## src/design/e0c_settings.svh

```systemverilog
`ifndef E0C_SETTINGS_SVH
`define E0C_SETTINGS_SVH

// Every instruction of the group takes this many clocks
`define E0C_INSTR_CYCLES 7

// Data memory and index register width
`define E0C_ADDR_W 12

// Opcode width
`define E0C_OP_W 12

`endif

```

## src/design/e0c_isa_pkg.sv

```systemverilog
`default_nettype none

`include "e0c_settings.svh"

package e0c_isa_pkg;

    typedef logic [3:0] nibble_t;
    typedef logic [`E0C_ADDR_W-1:0] addr_t;

    // Decoded instruction group
    typedef enum logic [2:0] {
        op_none    = 3'd0,
        adc_xy_imm = 3'd1, // ADC XH/XL/YH/YL,i
        adc_rq     = 3'd2, // ADC r,q
        adc_r_imm  = 3'd3, // ADC r,i
        acpx       = 3'd4, // ACPX MX,r
        acpy       = 3'd5  // ACPY MY,r
    } opgrp_e;

    // r and q operand field encoding
    typedef enum logic [1:0] {
        sel_a  = 2'd0,
        sel_b  = 2'd1,
        sel_mx = 2'd2,
        sel_my = 2'd3
    } rsel_e;

endpackage

`default_nettype wire

```

## src/design/e0c_core_pkg.sv

```systemverilog
`default_nettype none

package e0c_core_pkg;

    typedef enum logic [2:0] {
        st_idle   = 3'd0,
        st_decode = 3'd1,
        st_read   = 3'd2,
        st_exec   = 3'd3,
        st_write  = 3'd4,
        st_wait   = 3'd5,
        st_done   = 3'd6
    } seq_state_e;

    // Host port access target
    typedef enum logic [2:0] {
        tgt_a     = 3'd0,
        tgt_b     = 3'd1,
        tgt_x     = 3'd2,
        tgt_y     = 3'd3,
        tgt_pc    = 3'd4,
        tgt_flags = 3'd5,
        tgt_mem   = 3'd6
    } host_tgt_e;

endpackage

`default_nettype wire

```

## src/design/e0c_reg_if.sv

```systemverilog
`timescale 1ns/100ps
`default_nettype none

interface e0c_reg_if;

    // Architectural state, driven by the register file
    e0c_isa_pkg::nibble_t a;
    e0c_isa_pkg::nibble_t b;
    e0c_isa_pkg::addr_t   x;
    e0c_isa_pkg::addr_t   y;
    e0c_isa_pkg::addr_t   pc;
    logic                 carry;
    logic                 decimal;

    // Single-cycle write strobes from the sequencer
    logic                 wr_a;
    e0c_isa_pkg::nibble_t a_wdata;
    logic                 wr_b;
    e0c_isa_pkg::nibble_t b_wdata;
    logic                 wr_x;
    e0c_isa_pkg::addr_t   x_wdata;
    logic                 wr_y;
    e0c_isa_pkg::addr_t   y_wdata;
    logic                 pc_inc;
    logic                 flag_we;
    logic                 new_carry;
    logic                 new_zero;

    modport seq (
        input  a, b, x, y, pc, carry, decimal,
        output wr_a, a_wdata, wr_b, b_wdata, wr_x, x_wdata, wr_y, y_wdata,
        output pc_inc, flag_we, new_carry, new_zero
    );

    modport rf (
        output a, b, x, y, pc, carry, decimal,
        input  wr_a, a_wdata, wr_b, b_wdata, wr_x, x_wdata, wr_y, y_wdata,
        input  pc_inc, flag_we, new_carry, new_zero
    );

endinterface

`default_nettype wire

```

## src/design/e0c_regfile.sv

```systemverilog
`timescale 1ns/100ps
`default_nettype none

module e0c_regfile (
    input  wire logic                     clk,
    input  wire logic                     rst_n,
    e0c_reg_if.rf                         regs,
    input  wire logic                     host_we,
    input  wire e0c_core_pkg::host_tgt_e  host_tgt,
    input  wire e0c_isa_pkg::addr_t       host_wdata,
    input  wire logic                     busy,
    output e0c_isa_pkg::nibble_t          a_o,
    output e0c_isa_pkg::nibble_t          b_o,
    output e0c_isa_pkg::addr_t            x_o,
    output e0c_isa_pkg::addr_t            y_o,
    output e0c_isa_pkg::addr_t            pc_o,
    output logic [2:0]                    flags_o
);

    e0c_isa_pkg::nibble_t a;
    e0c_isa_pkg::nibble_t b;
    e0c_isa_pkg::addr_t   x;
    e0c_isa_pkg::addr_t   y;
    e0c_isa_pkg::addr_t   pc;
    logic                 carry;
    logic                 zero;
    logic                 decimal;

    always_ff @(posedge clk or negedge rst_n) begin
        if (!rst_n) begin
            a       <= '0;
            b       <= '0;
            x       <= '0;
            y       <= '0;
            pc      <= '0;
            carry   <= 1'b0;
            zero    <= 1'b0;
            decimal <= 1'b0;
        end else begin
            if (regs.wr_a) a <= regs.a_wdata;
            if (regs.wr_b) b <= regs.b_wdata;
            if (regs.wr_x) x <= regs.x_wdata;
            if (regs.wr_y) y <= regs.y_wdata;
            if (regs.pc_inc)
                pc <= pc + e0c_isa_pkg::addr_t'(1);
            if (regs.flag_we) begin
                carry <= regs.new_carry;
                zero  <= regs.new_zero;
            end

            // Host preset, only between instructions
            if (host_we && !busy) begin
                case (host_tgt)
                    e0c_core_pkg::tgt_a:  a  <= host_wdata[3:0];
                    e0c_core_pkg::tgt_b:  b  <= host_wdata[3:0];
                    e0c_core_pkg::tgt_x:  x  <= host_wdata;
                    e0c_core_pkg::tgt_y:  y  <= host_wdata;
                    e0c_core_pkg::tgt_pc: pc <= host_wdata;
                    e0c_core_pkg::tgt_flags: begin
                        carry   <= host_wdata[0];
                        zero    <= host_wdata[1];
                        decimal <= host_wdata[2];
                    end
                    default: ; // Memory lives in the RAM
                endcase
            end
        end
    end

    assign regs.a       = a;
    assign regs.b       = b;
    assign regs.x       = x;
    assign regs.y       = y;
    assign regs.pc      = pc;
    assign regs.carry   = carry;
    assign regs.decimal = decimal;

    assign a_o     = a;
    assign b_o     = b;
    assign x_o     = x;
    assign y_o     = y;
    assign pc_o    = pc;
    assign flags_o = {decimal, zero, carry};

endmodule

`default_nettype wire

```

## src/flat_wrapper.sv

```systemverilog
// flat-port wrapper written by rule: the top's interface ports become plain ports
module e0c_regfile_flat 
  (clk, rst_n, host_we, host_tgt, host_wdata, busy, a_o, b_o, x_o, y_o, pc_o, flags_o, regs_a, regs_b, regs_x, regs_y, regs_pc, regs_carry, regs_decimal, regs_wr_a, regs_a_wdata, regs_wr_b, regs_b_wdata, regs_wr_x, regs_x_wdata, regs_wr_y, regs_y_wdata, regs_pc_inc, regs_flag_we, regs_new_carry, regs_new_zero);
  e0c_reg_if regs_i ();
  input  wire logic clk;
  input  wire logic rst_n;
  input  wire logic host_we;
  input  wire e0c_core_pkg::host_tgt_e host_tgt;
  input  wire e0c_isa_pkg::addr_t host_wdata;
  input  wire logic busy;
  output e0c_isa_pkg::nibble_t a_o;
  output e0c_isa_pkg::nibble_t b_o;
  output e0c_isa_pkg::addr_t x_o;
  output e0c_isa_pkg::addr_t y_o;
  output e0c_isa_pkg::addr_t pc_o;
  output logic [2:0] flags_o;
  output wire logic [$bits(regs_i.a)-1:0] regs_a;
  output wire logic [$bits(regs_i.b)-1:0] regs_b;
  output wire logic [$bits(regs_i.x)-1:0] regs_x;
  output wire logic [$bits(regs_i.y)-1:0] regs_y;
  output wire logic [$bits(regs_i.pc)-1:0] regs_pc;
  output wire logic [$bits(regs_i.carry)-1:0] regs_carry;
  output wire logic [$bits(regs_i.decimal)-1:0] regs_decimal;
  input wire logic [$bits(regs_i.wr_a)-1:0] regs_wr_a;
  input wire logic [$bits(regs_i.a_wdata)-1:0] regs_a_wdata;
  input wire logic [$bits(regs_i.wr_b)-1:0] regs_wr_b;
  input wire logic [$bits(regs_i.b_wdata)-1:0] regs_b_wdata;
  input wire logic [$bits(regs_i.wr_x)-1:0] regs_wr_x;
  input wire logic [$bits(regs_i.x_wdata)-1:0] regs_x_wdata;
  input wire logic [$bits(regs_i.wr_y)-1:0] regs_wr_y;
  input wire logic [$bits(regs_i.y_wdata)-1:0] regs_y_wdata;
  input wire logic [$bits(regs_i.pc_inc)-1:0] regs_pc_inc;
  input wire logic [$bits(regs_i.flag_we)-1:0] regs_flag_we;
  input wire logic [$bits(regs_i.new_carry)-1:0] regs_new_carry;
  input wire logic [$bits(regs_i.new_zero)-1:0] regs_new_zero;
  assign regs_a = regs_i.a;
  assign regs_b = regs_i.b;
  assign regs_x = regs_i.x;
  assign regs_y = regs_i.y;
  assign regs_pc = regs_i.pc;
  assign regs_carry = regs_i.carry;
  assign regs_decimal = regs_i.decimal;
  assign regs_i.wr_a = regs_wr_a;
  assign regs_i.a_wdata = regs_a_wdata;
  assign regs_i.wr_b = regs_wr_b;
  assign regs_i.b_wdata = regs_b_wdata;
  assign regs_i.wr_x = regs_wr_x;
  assign regs_i.x_wdata = regs_x_wdata;
  assign regs_i.wr_y = regs_wr_y;
  assign regs_i.y_wdata = regs_y_wdata;
  assign regs_i.pc_inc = regs_pc_inc;
  assign regs_i.flag_we = regs_flag_we;
  assign regs_i.new_carry = regs_new_carry;
  assign regs_i.new_zero = regs_new_zero;
  e0c_regfile u_core (.clk(clk), .rst_n(rst_n), .regs(regs_i), .host_we(host_we), .host_tgt(host_tgt), .host_wdata(host_wdata), .busy(busy), .a_o(a_o), .b_o(b_o), .x_o(x_o), .y_o(y_o), .pc_o(pc_o), .flags_o(flags_o));
endmodule
```

## config.mk

```make
export PLATFORM = sky130hd
export DESIGN_NAME = e0c_regfile_flat
export DESIGN_NICKNAME = d
export VERILOG_FILES = /design/src/design/e0c_isa_pkg.sv /design/src/design/e0c_core_pkg.sv /design/src/design/e0c_reg_if.sv /design/src/design/e0c_regfile.sv /design/src/flat_wrapper.sv
export VERILOG_INCLUDE_DIRS = /design/src /design/src/design
export SDC_FILE = /design/constraint.sdc
export NUM_CORES = 1
export LEC_CHECK = 0
export BUFFER_PORTS_ARGS = -buffer_cell sky130_fd_sc_hd__buf_2
export CAP_MARGIN = 25
export CORE_ASPECT_RATIO = 0.5
export CORE_UTILIZATION = 40
export CTS_BUF_LIST = sky130_fd_sc_hd__clkbuf_16
export DETAILED_ROUTE_END_ITERATION = 12
export PLACE_DENSITY = 0.77
export RECOVER_POWER = 25
export SETUP_SLACK_MARGIN = 0.05
export SKIP_LAST_GASP = 1
export SLEW_MARGIN = 15
export SYNTH_ARGS = -nofsm -noshare
export SYNTH_HDL_FRONTEND = slang
export SYNTH_SLANG_ARGS = --single-unit
```

## constraint.sdc

```tcl
create_clock -name clk -period 1.35 [get_ports clk]
set_input_delay 0.3375 -clock clk [delete_from_list [all_inputs] [get_ports clk]]
set_output_delay 0.3375 -clock clk [all_outputs]
set_load 0.1 [all_outputs]
```

# [After elaboration in Yosys (flattened, before gate mapping)]
# Cells that the tools add are included.
[totals] register_bits=47 latch_bits=0 ram_bits=0 romBits=0 in_bits=59 out_inout_bits=93 word_cells=39 n_memories=0
[classes] addsub=1 n_mul=0 n_div=0 magnitude_cmp=0 eq_ne=5 n_shift=0 mux=21 n_bitwise=0 reduce_logical=4
[ops] op="$mux W12" n=9
[ops] op="$mux W4" n=6
[ops] op="$add A12 B1 Y12 const B" n=1
[ops] op="$eq A3 B2 Y1 const B" n=2
[ops] op="$eq A3 B3 Y1 const B" n=2
[ops] op="$mux W1" n=6
[ops] op="$eq A3 B1 Y1 const B" n=1
[ops] op="$logic_not A3 Y1" n=1
[ops] op="$reduce_and A2 Y1" n=1
[ops] op="$logic_and A1 B1 Y1" n=1
[ops] op="$logic_not A1 Y1" n=1

# [Depth between registers and ports, before layout]
# Gate-level depths: netlist (run 1).
[logic_depth] depth_word=4 mapped_depth=6 ltp_nobuf=5

# [Worst setup path after synthesis (run 1)]
# No wires, ideal clock.
[synth_timing] path_type="register -> register" startpoint="register u_core.pc[2], in the netlist u_core.pc_o[2]" endpoint="register u_core.pc[9], in the netlist u_core.pc_o[9]" setup_time_ns=0.125 arrival_ns=1.909 t_required_ns=1.225 path_slack_ns=-0.684 path_stages_with_launch=5 path_buffers=0 period_less_slack_ns=2.034 path_cell_list="dfrtp_1 > nand4_2 > nor3_1 > xor2_1 > mux2_2"
[synth_between] elab_chain_len=4
[synth_rtl] element="start: declaration" line="e0c_regfile.sv:24" text="e0c_isa_pkg::addr_t pc;"
[synth_rtl] element="start signal: assignment" line="e0c_regfile.sv:45" text="pc <= pc + e0c_isa_pkg::addr_t'(1);"
[synth_rtl] element="start signal: assignment" line="e0c_regfile.sv:58" text="e0c_core_pkg::tgt_pc: pc <= host_wdata;"
[synth_rtl] element="$add A12 B1 Y12 *" line="e0c_regfile.sv:45"
[synth_rtl] element="$mux W12 *" line="e0c_regfile.sv:44" text="if (regs.pc_inc)"
[synth_rtl] element="$mux W12" line="e0c_regfile.sv:53" text="case (host_tgt)"
[synth_rtl] element="$mux W12 *" line="e0c_regfile.sv:52" text="if (host_we && !busy) begin"
# Every way passes the cells marked *; elsewhere a longest branch is shown, timed or not.
# A chain may end at the register's enable or synchronous reset.

# [Final worst setup path (run 1)]
[layout_timing] startpoint="register u_core.pc[0], in the netlist u_core.pc_o[0]" endpoint="register u_core.pc[5], in the netlist u_core.pc_o[5]"
# The elaborated chain is that of the path after synthesis.

==> metrics.md, run 1 <==
| Metric | Value |
|---|---|
| Status | `finished, violations left` |
| Failing checks | `setup timing` |
| Ys Warns | `0` |
| Clock tree root driver cell | `clkbuf_16` |
| Mapped Nets | `333` |
| Leading area contributor after synthesis | `dfrtp_1` |
| Worst-Margin Slew | `0.702 ns` |
| EDFF count, synth | `0` |
| Netlist cell types | `31` |
| H-tree levels | `2` |
| Inserted Clock Buffers | `5` |
| Initial antenna violation count | `1` |
| Fillers | `279` |
| Unrepaired setup endpoints after global routing | `true` |
| Largest net degree at the start of global routing | `37` |
| DR DRC count | `0` |
| Share of cells above drive strength 1 | `62.3%` |
| I/O Buffers | `151` |
| LEAKAGE | `2.40 nW` |
| DRT Pass-1 Iters | `6` |
| Post-Syn Instances | `273` |
| CTS tree | `yes` |
| Max Clock Freq | `0.640 GHz` |
| Initial Utilization | `42.6%` |
| Post-DP Area | `4880 um2` |
| FFs w/ async S/R, synth | `100%` |
| Post-DR vias/cell | `5.31` |
| Antenna viol nets, final | `0` |
| Max VDD drop | `1.04 mV` |
| Post-synthesis cell area | `2660 um2` |
| CP Data Required Time | `1.50 ns` |
| Core ar. | `6230 um2` |
| Clk sink count | `47` |
| Site Rows | `20` |
| Clock slew at reported path FFs | `0.07 ns` |
| Dpl hpwl | `6700 um` |
| Final design utilization | `84.6%` |
| Final Max Tran Viols | `0` |
| I/O pin total | `152` |
| Final Cell Area | `5270 um2` |
| Worst rel slew slack | `53.2%` |
| Area grow syn2layout | `98.6%` |
| Register area share after synthesis | `44.3%` |
| Total global routing overflow | `0` |
| Number of global-route vias before repair | `2682` |
| WL final | `10900 um` |
| Chip height | `59.6 um` |
| Critical path class | `flop to flop` |
| Period utilisation layout | `116%` |
| MaxCap Viol Count | `0` |
| Post-synthesis register bit count | `47` |
| Hold Path Class | `primary input to flop` |
| Skew final | `0.00502 ns` |
| Final setup viols | `28` |
| Syn Area/Cell | `9.73 um2` |
| Final Hold Viols | `0` |
| Minimum clock period | `1.56 ns` |
| Top-count cell post-synth | `buf_4` |
| PD cells | `2240 nW/um2` |
| Worst EP arrival | `1.72 ns` |
| Setup WS post-layout | `-0.213 ns` |
| Final Wtd Congestion | `0.793` |
| DR WL/cell | `21.6 um` |
| Nets@finish | `473` |
| Die width | `117 um` |
| Overall power | `11.8 mW` |
| Synth Flop Type | `dfrtp_1` |
| First-pass GRT wire length | `14900 um` |
| Multi-input logic area | `1140 um2` |
| Initial DRC Count | `165` |
| Via count | `2672` |
| CP max FO | `3` |
| Reg area | `1350 um2` |
| GRT Total Usage | `30.1%` |
| Synth top area share | `44.3%` |
| Startpoint Class | `flop` |
| Worst setup EP type | `flop` |
| Later-pin clock latency in the skew report | `0.29 ns` |
| CTS max path bufs | `2` |
| Top cells by count, synth | `buf_4 (48), dfrtp_1 (47), mux2i_1 (35), nor2_1 (33), a21oi_1 (30)` |
| Die Area | `6990 um2` |
| Top post-synthesis cells by area | `dfrtp_1 (44%), buf_4 (14%), mux2i_1 (13%)` |
critical path, stage by stage (launching register included):
cell and delay (ns):
dfrtp_4 0.44, buf_12 0.11, nand4_4 0.17, buf_6 0.19, nor2_1 0.17, xnor2_1 0.20, o21ai_0 0.15
where the power goes:
part / switching (mW) / total, mW / internal, mW
clock: 0.561 / 1.23 / 0.672
combinational: 5.22 / 8.25 / 3.03
sequential: 0.493 / 2.35 / 1.85
total: 6.27 / 11.8 / 5.56
area by class of cell:
type                       instances  area share (%)
antenna                            1          0.0474
clock buffer                       5            2.37
clock inverter                     3           0.237
inverter                           2           0.142
multi-input combinational        164            21.6
sequential                        47            25.6
tap                               88            2.09
timing repair buffer             193            47.9
repair_timing:
item | CTS | global route
setup buffers | 17 | 6
pin swaps | 6 | 5
resized for setup | 13 | 8
hold buffers | 1 | 0
setup endpoints to repair | 96 | 102
endpoints found under the hold margin | 11 | 0
gates cloned | 0 | 0
final timing paths:
path	cells past startpoint	slack (ns)	from	to
hold reg to reg	1	0.63	u_core.regs.decimal	u_core.regs.decimal
max in group asynchronous	3	0.04	rst_n	u_core.pc_o[4]
hold / removal	3	0.33	host_wdata[6]	u_core.pc_o[6]
setup / recovery	6	-0.21	u_core.pc_o[0]	u_core.pc_o[5]
min in group asynchronous	2	0.64	rst_n	u_core.b_o[2]
setup reg to reg	6	-0.21	u_core.pc_o[0]	u_core.pc_o[5]
state kept, by name, summed over array words and instances (netlist names):
| name | count |
|---|---|
| u_core.a_o | 4 |
| u_core.b_o | 4 |
| u_core.pc_o | 12 |
| u_core.regs.carry | 1 |
| u_core.regs.decimal | 1 |
| u_core.regs.x | 12 |
| u_core.regs.y | 12 |
| u_core.zero | 1 |
cells in the final DEF (no fill, tap or decap), types with 2 or more instances in the layout:
| master | count |
|---|---|
| dfrtp_4 | 46 |
| nand2_1 | 17 |
| nor3_4 | 3 |
| nand4_4 | 2 |
| nand3_1 | 3 |
| inv_1 | 4 |
| buf_2 | 56 |
| mux2_2 | 2 |
| buf_4 | 27 |
| clkbuf_1 | 2 |
| o21ai_0 | 10 |
| o21ai_1 | 4 |
| nand2_2 | 2 |
| xor2_1 | 4 |
| xnor2_1 | 6 |
| mux2i_1 | 35 |
| nor2_1 | 32 |
| clkbuf_2 | 2 |
| clkbuf_16 | 5 |
| buf_12 | 95 |
| a21oi_1 | 30 |
| buf_6 | 9 |
layer usage:
metal | vias up | share of wire (%) | global-route usage, % | wire [um]
met5 | - | 0 | 0 | 0
met4 | 0 | 5.8 | 14.6 | 631
met3 | 50 | 6.7 | 6.13 | 728
met2 | 158 | 51 | 56.1 | 5530
met1 | 1314 | 37 | 33.4 | 3980
li1 | 1150 | - | - | -
stage by stage:
step | setup WS [ns] | setup TNS [ns] | hold slack (ns) | instances
2_1_floorplan | -0.117 | -0.517 | 0.0419 | 273
3_3_place_gp | -0.0142 | -0.0909 | 0.234 | 470
3_5_place_dp | -0.110 | -0.925 | 0.237 | 470
4_1_cts | -0.108 | -1.19 | 0.304 | 496
5_1_grt | -0.249 | -5.56 | 0.329 | 503
6_report | -0.213 | -2.22 | 0.331 | 503
logic make-up after synthesis:
group           synth area share, %
simple gates                   13.1
buf+inv                        15.8
flops                          44.3
compound gates                 8.62
mux                            14.0
xor+xnor                       3.63
fa+ha+maj                     0.471
Note: power is estimated with default switching activity, not from simulation.
==> run 2: changes to the inputs <==
--- a/config.mk
+++ b/config.mk
@@ -6,13 +6,14 @@
 export SDC_FILE = /design/constraint.sdc
 export NUM_CORES = 1
 export LEC_CHECK = 0
+export ABC_AREA = 1
 export BUFFER_PORTS_ARGS = -buffer_cell sky130_fd_sc_hd__buf_2
 export CAP_MARGIN = 25
 export CORE_ASPECT_RATIO = 0.5
 export CORE_UTILIZATION = 40
 export CTS_BUF_LIST = sky130_fd_sc_hd__clkbuf_16
 export DETAILED_ROUTE_END_ITERATION = 12
-export PLACE_DENSITY = 0.77
+export PLACE_DENSITY = 0.76
 export RECOVER_POWER = 25
 export SETUP_SLACK_MARGIN = 0.05
 export SKIP_LAST_GASP = 1
==> run 2 against run 1 <==
Effect of this change: the run now ends clean; core utilization shrank 4.3 points; maximum frequency rose by 16%; clock power is essentially flat; flip-flop and latch count unchanged; critical path type is now flop to primary output; critical endpoint is now regs_pc[1].
==> metrics.md, run 2 <==
| Metric | Value |
|---|---|
| Initial antenna violation count | `0 (was 1)` |
| Worst path bufs/invs | `1 (was 2)` |
| Antenna viol nets, final | `0 (unchanged)` |
| WL final | `9080 um (was 10900 um)` |
| Minimum clock period | `1.35 ns (was 1.56 ns)` |
| # diodes | `0 (was 1)` |
| Site Rows | `20 (unchanged)` |
| PD cells | `2180 nW/um2 (was 2240 nW/um2)` |
| Share of cells above drive strength 1 | `56.4% (was 62.3%)` |
| CTS tree | `yes (unchanged)` |
| Final Hold Viols | `0 (unchanged)` |
| DP Cell Count | `497 (was 470)` |
| Netlist cell types | `26 (was 31)` |
| DR WL/cell | `17.6 um (was 21.6 um)` |
| Worst setup EP type | `primary output (was flop)` |
| Number of global-route vias before repair | `2649 (was 2682)` |
| Via count | `2612 (was 2672)` |
| Chip height | `60.6 um (was 59.6 um)` |
| Initial Utilization | `43.2% (was 42.6%)` |
| LEAKAGE | `2.36 nW (was 2.40 nW)` |
| Hold Path Class | `primary input to flop (unchanged)` |
| R2r startpoint | `u_core.pc_o[1] (was u_core.pc_o[0])` |
| CTS max path bufs | `2 (unchanged)` |
| Slowest cell on the critical path | `dfrtp_4 (unchanged)` |
| Final Max Tran Viols | `0 (unchanged)` |
| Post-synthesis cell area | `2750 um2 (was 2660 um2)` |
| DRT Pass-1 Iters | `4 (was 6)` |
| Post-synthesis register bit count | `47 (unchanged)` |
| Synth top area share | `42.8% (was 44.3%)` |
| Min-Delay Path Depth | `3 (unchanged)` |
| Most common cell after layout, fill and taps aside | `buf_12 (unchanged)` |
| CP Data Required Time | `1.01 ns (was 1.50 ns)` |
| Worst EP arrival | `1.01 ns (was 1.72 ns)` |
| R2R Path End | `u_core.pc_o[7] (was u_core.pc_o[5])` |
| CP Cell Sequence | `buf_12 (was buf_12 -> nand4_4 -> buf_6 -> nor2_1 -> xnor2_1 -> o21ai_0)` |
| Post-Layout Cell Count | `515 (was 503)` |
| Total global routing overflow | `0 (unchanged)` |
| R2R setup slack | `0.04 ns (was -0.21 ns)` |
| Dpl hpwl | `6530 um (was 6700 um)` |
| Worst-Margin Slew | `0.430 ns (was 0.702 ns)` |
| Hold_ws | `0.321 ns (was 0.331 ns)` |
| Clk sink count | `47 (unchanged)` |
| GRT Total Usage | `25.0% (was 30.1%)` |
| Register area share after synthesis | `42.8% (was 44.3%)` |
| Initial DRC Count | `90 (was 165)` |
| Family with the most delay on the worst path | `flip-flops (unchanged)` |
| Nets@finish | `487 (was 473)` |
| CP max FO | `5 (was 3)` |
| R2r worst-path depth | `6 (unchanged)` |
| I/O pin total | `152 (unchanged)` |
| DR DRC count | `0 (unchanged)` |
| Inserted Clock Buffers | `5 (unchanged)` |
| Leading area contributor after synthesis | `dfrtp_1 (unchanged)` |
| Post-DR vias/cell | `5.07 (was 5.31)` |
| Overall power | `11.1 mW (was 11.8 mW)` |
| Post-Syn Instances | `309 (was 273)` |
| Area grow syn2layout | `85.8% (was 98.6%)` |
| Final Wtd Congestion | `0.871 (was 0.793)` |
| Die width | `119 um (was 117 um)` |
| Largest net degree at the start of global routing | `25 (was 37)` |
| Top cells by count, synth | `buf_4 (47), dfrtp_1 (47), nor2_1 (46), a21oi_1 (37), mux2i_1 (35) (was buf_4 (48), dfrtp_1 (47), mux2i_1 (35), nor2_1 (33), a21oi_1 (30))` |
| Hold endpoint | `u_core.pc_o[7] (was u_core.pc_o[6])` |
| Skew final | `0.00332 ns (was 0.00502 ns)` |
| Ys Warns | `0 (unchanged)` |
| EDFF count, synth | `0 (unchanged)` |
| Syn Area/Cell | `8.90 um2 (was 9.73 um2)` |
| Unrepaired setup endpoints after global routing | `true (unchanged)` |
| Most frequent cells in the layout | `buf_12 (95), buf_2 (57), dfrtp_4 (46) (was buf_12 (95), buf_2 (56), dfrtp_4 (46))` |
| Final Cell Area | `5110 um2 (was 5270 um2)` |
| Later-pin clock latency in the skew report | `0.29 ns (about the same)` |
| Max VDD drop | `1.43 mV (was 1.04 mV)` |
| First-pass GRT wire length | `13500 um (was 14900 um)` |
| Synth Flop Type | `dfrtp_1 (unchanged)` |
| FFs w/ async S/R, synth | `100% (unchanged)` |
| Worst rel slew slack | `71.3% (was 53.2%)` |
| I/O Buffers | `151 (unchanged)` |
| Clock tree root driver cell | `clkbuf_16 (unchanged)` |
| Mapped Nets | `369 (was 333)` |
| Post-DP Area | `4910 um2 (was 4880 um2)` |
| Period utilisation layout | `100% (was 116%)` |
| Top post-synthesis cells by area | `dfrtp_1 (43%), buf_4 (13%), mux2i_1 (13%) (was dfrtp_1 (44%), buf_4 (14%), mux2i_1 (13%))` |
| Die Area | `7230 um2 (was 6990 um2)` |
| Clock slew at reported path FFs | `0.06 ns (was 0.07 ns)` |
| Max stage delay on crit path | `0.54 ns (was 0.44 ns)` |
| MaxCap Viol Count | `0 (unchanged)` |
| Hold_sp | `host_wdata[7] (was host_wdata[6])` |
| Final setup viols | `0 (was 28)` |
| Critical path class | `flop to primary output (was flop to flop)` |
| Max Clock Freq | `0.741 GHz (was 0.640 GHz)` |
| Core ar. | `6360 um2 (was 6230 um2)` |
| Status | `completed (was finished, violations left)` |
| H-tree levels | `2 (unchanged)` |
| Startpoint Class | `flop (unchanged)` |
==> run 2: changes by cell type after synthesis, sizes merged, moves of 2 or more <==
cell | previous run | this run
o21ai | 15 | 8
nor2 | 33 | 50
inv | 2 | 16
nor3 | 3 | 0
clkbuf | 5 | 0
nand3 | 4 | 13
nand2 | 19 | 36
xnor2 | 6 | 1
mux2 | 2 | 0
xor2 | 5 | 1
a21oi | 30 | 39
==> run 2: worst max-delay path by stage <==
stage | start | endpoint | slack [ns] | cells after the start
after global placement | busy | u_core.regs.y[10] | 0.11 | 8
after detailed placement | busy | u_core.regs.y[3] | 0.02 | 8
after global routing | u_core.pc_o[0] | pc_o[0] | -0.02 | 1
after floorplan | u_core.pc_o[1] | u_core.pc_o[10] | -0.04 | 8
final | u_core.pc_o[1] | regs_pc[1] | 0.0006 | 1
after CTS | u_core.pc_o[1] | regs_pc[1] | -0.002 | 1
==> run 2: logic make-up (layout without fill, tap and decap cells) <==
group	after synthesis	count (layout)	share of synthesized area, %
buffers and inverters	72	189	16.9
DFF	47	47	42.8
and+or+nand+nor	104	105	16.8
adders and majority gates	1	1	0.455
AOI/OAI and AO/OA	48	48	9.70
xor gates and xnor gates	2	2	0.637
muxes	35	35	12.7
==> run 2: where the power goes <==
group / leakage, nW / internal (mW) / total [mW] / switching, mW
registers: 0.506 / 1.86 / 2.45 / 0.588
clock network: 0.0671 / 0.668 / 1.21 / 0.541
logic: 1.79 / 2.56 / 7.48 / 4.92
total: 2.36 / 5.09 / 11.1 / 6.05
==> run 2: layout make-up <==
| class | count | area [um2] |
|---|---|---|
| clock buffers | 5 | 125 |
| clock inverters | 2 | 8.76 |
| fillers | 362 | 1250 |
| inverters | 16 | 62.6 |
| multi-input cells | 191 | 1160 |
| flip-flops and latches | 47 | 1350 |
| well taps | 88 | 110 |
| repair buffers | 166 | 2290 |
==> run 2: layer usage <==
metal	GRT usage, %	routed length [um]
met5	0	0
met4	12.3	221
met3	5.83	498
met2	48.9	4910
met1	26.4	3450
==> run 2: metrics by stage <==
step                      setup WS [ns]  utilization [%]  TNS [ns]
after floorplan                 -0.0417                -   -0.0641
after CTS                      -0.00176             80.6  -0.00428
after global routing            -0.0169             80.4   -0.0925
final                          0.000604             80.4         0
after detailed placement         0.0158             77.2         0
after global placement            0.111             77.2         0
==> run 2: repair_timing <==
action                                  in CTS  in global routing
pin swaps                                    0                  2
cloned                                       0                  1
resized for setup                            2                  2
endpoints found under the setup margin      95                 99
hold endpoints to repair                    12                  0
buffers inserted                             8                  1
hold buffers                                 1                  0
==> run 3: changes to the inputs <==
--- a/config.mk
+++ b/config.mk
@@ -7,7 +7,7 @@
 export NUM_CORES = 1
 export LEC_CHECK = 0
 export ABC_AREA = 1
-export BUFFER_PORTS_ARGS = -buffer_cell sky130_fd_sc_hd__buf_2
+export BUFFER_PORTS_ARGS = -buffer_cell sky130_fd_sc_hd__buf_4
 export CAP_MARGIN = 25
 export CORE_ASPECT_RATIO = 0.5
 export CORE_UTILIZATION = 40
==> run 3 against run 2 <==
Effect of this change: the run now ends with setup timing left; total power rose by 6.2%; sequential share of layout area is 1.2 points lower; largest power group unchanged; register-to-register slack worse by 0.15 ns; critical path type is now flop to flop; worst setup slack got worse by 0.11 ns; critical path depth grew 7.
==> metrics.md, run 3 (synthesized netlist as in run 2, its figures left out) <==
| Metric | Value |
|---|---|
| Status | `finished, violations left (was completed)` |
| Failing checks | `setup timing` |
| Initial Utilization | `43.2% (unchanged)` |
| GR Util met1 | `30.4% (was 26.4%)` |
| Fillers | `307 (was 362)` |
| Final setup viols | `12 (was 0)` |
| Inserted Clock Buffers | `5 (unchanged)` |
| Initial antenna violation count | `0 (unchanged)` |
| Max stage delay on crit path | `0.48 ns (was 0.54 ns)` |
| Final Hold Viols | `0 (unchanged)` |
| PD cells | `2210 nW/um2 (was 2180 nW/um2)` |
| DRT Pass-1 Iters | `4 (unchanged)` |
| Clock tree root driver cell | `clkbuf_16 (unchanged)` |
| CP dominant cell by count | `nand2_1` |
| DR DRC count | `0 (unchanged)` |
| Skew final | `0.0107 ns (was 0.00332 ns)` |
| CTS tree | `yes (unchanged)` |
| Number of global-route vias before repair | `3012 (was 2649)` |
| Initial DRC Count | `194 (was 90)` |
| I/O Buffers | `151 (unchanged)` |
| Hold Buf Count CTS | `0 (was 1)` |
| LEAKAGE | `2.45 nW (was 2.36 nW)` |
| Startpoint Class | `flop (unchanged)` |
| Core ar. | `6360 um2 (unchanged)` |
| CP Data Required Time | `1.54 ns (was 1.01 ns)` |
| Final Max Tran Viols | `0 (unchanged)` |
| Worst EP arrival | `1.65 ns (was 1.01 ns)` |
| MaxCap Viol Count | `0 (unchanged)` |
| Antenna viol nets, final | `0 (unchanged)` |
| R2r startpoint | `u_core.pc_o[0] (was u_core.pc_o[1])` |
| Via count | `2795 (was 2612)` |
| Multi-input logic area | `1210 um2 (was 1160 um2)` |
| Share of cells above drive strength 1 | `58.9% (was 56.4%)` |
| Max VDD drop | `1.46 mV (was 1.43 mV)` |
| Clk sink count | `47 (unchanged)` |
| R2R Path End | `u_core.pc_o[10] (was u_core.pc_o[7])` |
| Hold Path Class | `primary input to async pin (was primary input to flop)` |
| Site Rows | `20 (unchanged)` |
| Nets@finish | `490 (was 487)` |
| CTS max path bufs | `2 (unchanged)` |
| Period utilisation layout | `108% (was 100%)` |
| Clock slew at reported path FFs | `0.07 ns (was 0.06 ns)` |
| WL final | `11000 um (was 9080 um)` |
| CP Cell Sequence | `ha_4 -> nand3_4 -> nor2_4 -> nand2_1 -> nand2_1 -> nand2_1 -> nand2_2 -> nand2_1 (was buf_12)` |
| # diodes | `0 (unchanged)` |
| Dpl ws | `0.0352 ns (was 0.0158 ns)` |
| Hold_ws | `0.281 ns (was 0.321 ns)` |
| R2r worst-path depth | `8 (was 6)` |
| Area grow syn2layout | `94.6% (was 85.8%)` |
| Later-pin clock latency in the skew report | `0.30 ns (was 0.29 ns)` |
| Reg area | `1350 um2 (unchanged)` |
| Dpl hpwl | `5510 um (was 6530 um)` |
| Family with the most delay on the worst path | `simple AND/OR/NAND/NOR gates (was flip-flops)` |
| Slowest cell on the critical path | `dfrtp_4 (unchanged)` |
| Chip height | `60.6 um (unchanged)` |
| Worst path bufs/invs | `0 (was 1)` |
| H-tree levels | `2 (unchanged)` |
| R2R setup slack | `-0.11 ns (was 0.04 ns)` |
| Die Area | `7230 um2 (unchanged)` |
| CP max FO | `5 (unchanged)` |
| Minimum clock period | `1.46 ns (was 1.35 ns)` |
| Worst rel slew slack | `19.4% (was 71.3%)` |
| Largest net degree at the start of global routing | `48 (was 25)` |
| Max Clock Freq | `0.686 GHz (was 0.741 GHz)` |
| DR WL/cell | `21.3 um (was 17.6 um)` |
| Worst setup EP type | `flop (was primary output)` |
| Worst-Margin Slew | `1.21 ns (was 0.430 ns)` |
| I/O pin total | `152 (unchanged)` |
| Die width | `119 um (unchanged)` |
| GRT Max-Usage Layer | `met2 (unchanged)` |
| Most frequent cells in the layout | `buf_12 (93), buf_4 (71), dfrtp_4 (46) (was buf_12 (95), buf_2 (57), dfrtp_4 (46))` |
| GRT Total Usage | `28.7% (was 25.0%)` |
| Critical path class | `flop to flop (was flop to primary output)` |
| Most common cell after layout, fill and taps aside | `buf_12 (unchanged)` |
| Total global routing overflow | `0 (unchanged)` |
| Post-DR vias/cell | `5.39 (was 5.07)` |
| Unrepaired setup endpoints after global routing | `true (unchanged)` |
| Met3 Use GR | `8.36% (was 5.83%)` |
| GRT met2 Usage | `53.7% (was 48.9%)` |
| First-pass GRT wire length | `15400 um (was 13500 um)` |
| Setup WS post-layout | `-0.108 ns (was 0.000604 ns)` |
| Final Wtd Congestion | `0.822 (was 0.871)` |
run 3: worst max path at each step:
stage	startpoint	to	slack, ns	depth (start not counted)
after global routing	u_core.pc_o[0]	u_core.pc_o[10]	-0.13	8
final	u_core.pc_o[0]	u_core.pc_o[10]	-0.11	8
after global placement	host_tgt[0]	u_core.zero	0.10	6
after detailed placement	host_tgt[0]	u_core.regs.carry	0.04	6
after CTS	u_core.pc_o[1]	regs_pc[1]	-0.003	1
after floorplan	u_core.pc_o[1]	u_core.pc_o[10]	-0.04	8
run 3: final cells by class:
| class | count | area share, % |
|---|---|---|
| Clock buffer | 5 | 2.34 |
| Inverter | 16 | 1.17 |
| Tap cell | 88 | 2.06 |
| Clock inverter | 3 | 0.725 |
| Multi-Input combinational cell | 191 | 22.7 |
| Timing Repair Buffer | 169 | 45.8 |
| Sequential cell | 47 | 25.2 |
run 3: layer usage:
metal | routed length (um) | vias up
li1 | - | 1208
met1 | 3980 | 1367
met2 | 5800 | 176
met3 | 850 | 44
met4 | 402 | 0
met5 | 0 | -
run 3: timing repair:
item	CTS	global route
cloned	0	1
setup endpoints to repair	92	101
buffers inserted	10	5
resized for setup	245	44
pin swaps	0	9
run 3: through the flow:
stage | cell area [um2] | power (mW) | utilization (%) | std cells | setup TNS (ns)
4_1_cts | 5110 | 11.1 | 80.3 | 513 | -0.0112
3_3_place_gp | 3850 | 7.98 | 60.6 | 495 | 0
5_1_grt | 5350 | 12.1 | 84.2 | 519 | -4.80
3_5_place_dp | 3850 | 8.05 | 60.6 | 495 | 0
2_1_floorplan | 2980 | 7.25 | - | 309 | -0.0641
6_report | 5350 | 11.8 | 84.2 | 519 | -0.408
run 3: report_power, final:
part	switching (mW)	leakage, nW	internal (mW)	total (mW)
Sequential	0.579	0.506	1.86	2.44
Clock	0.603	0.0812	0.867	1.47
Combinational	5.18	1.86	2.74	7.92
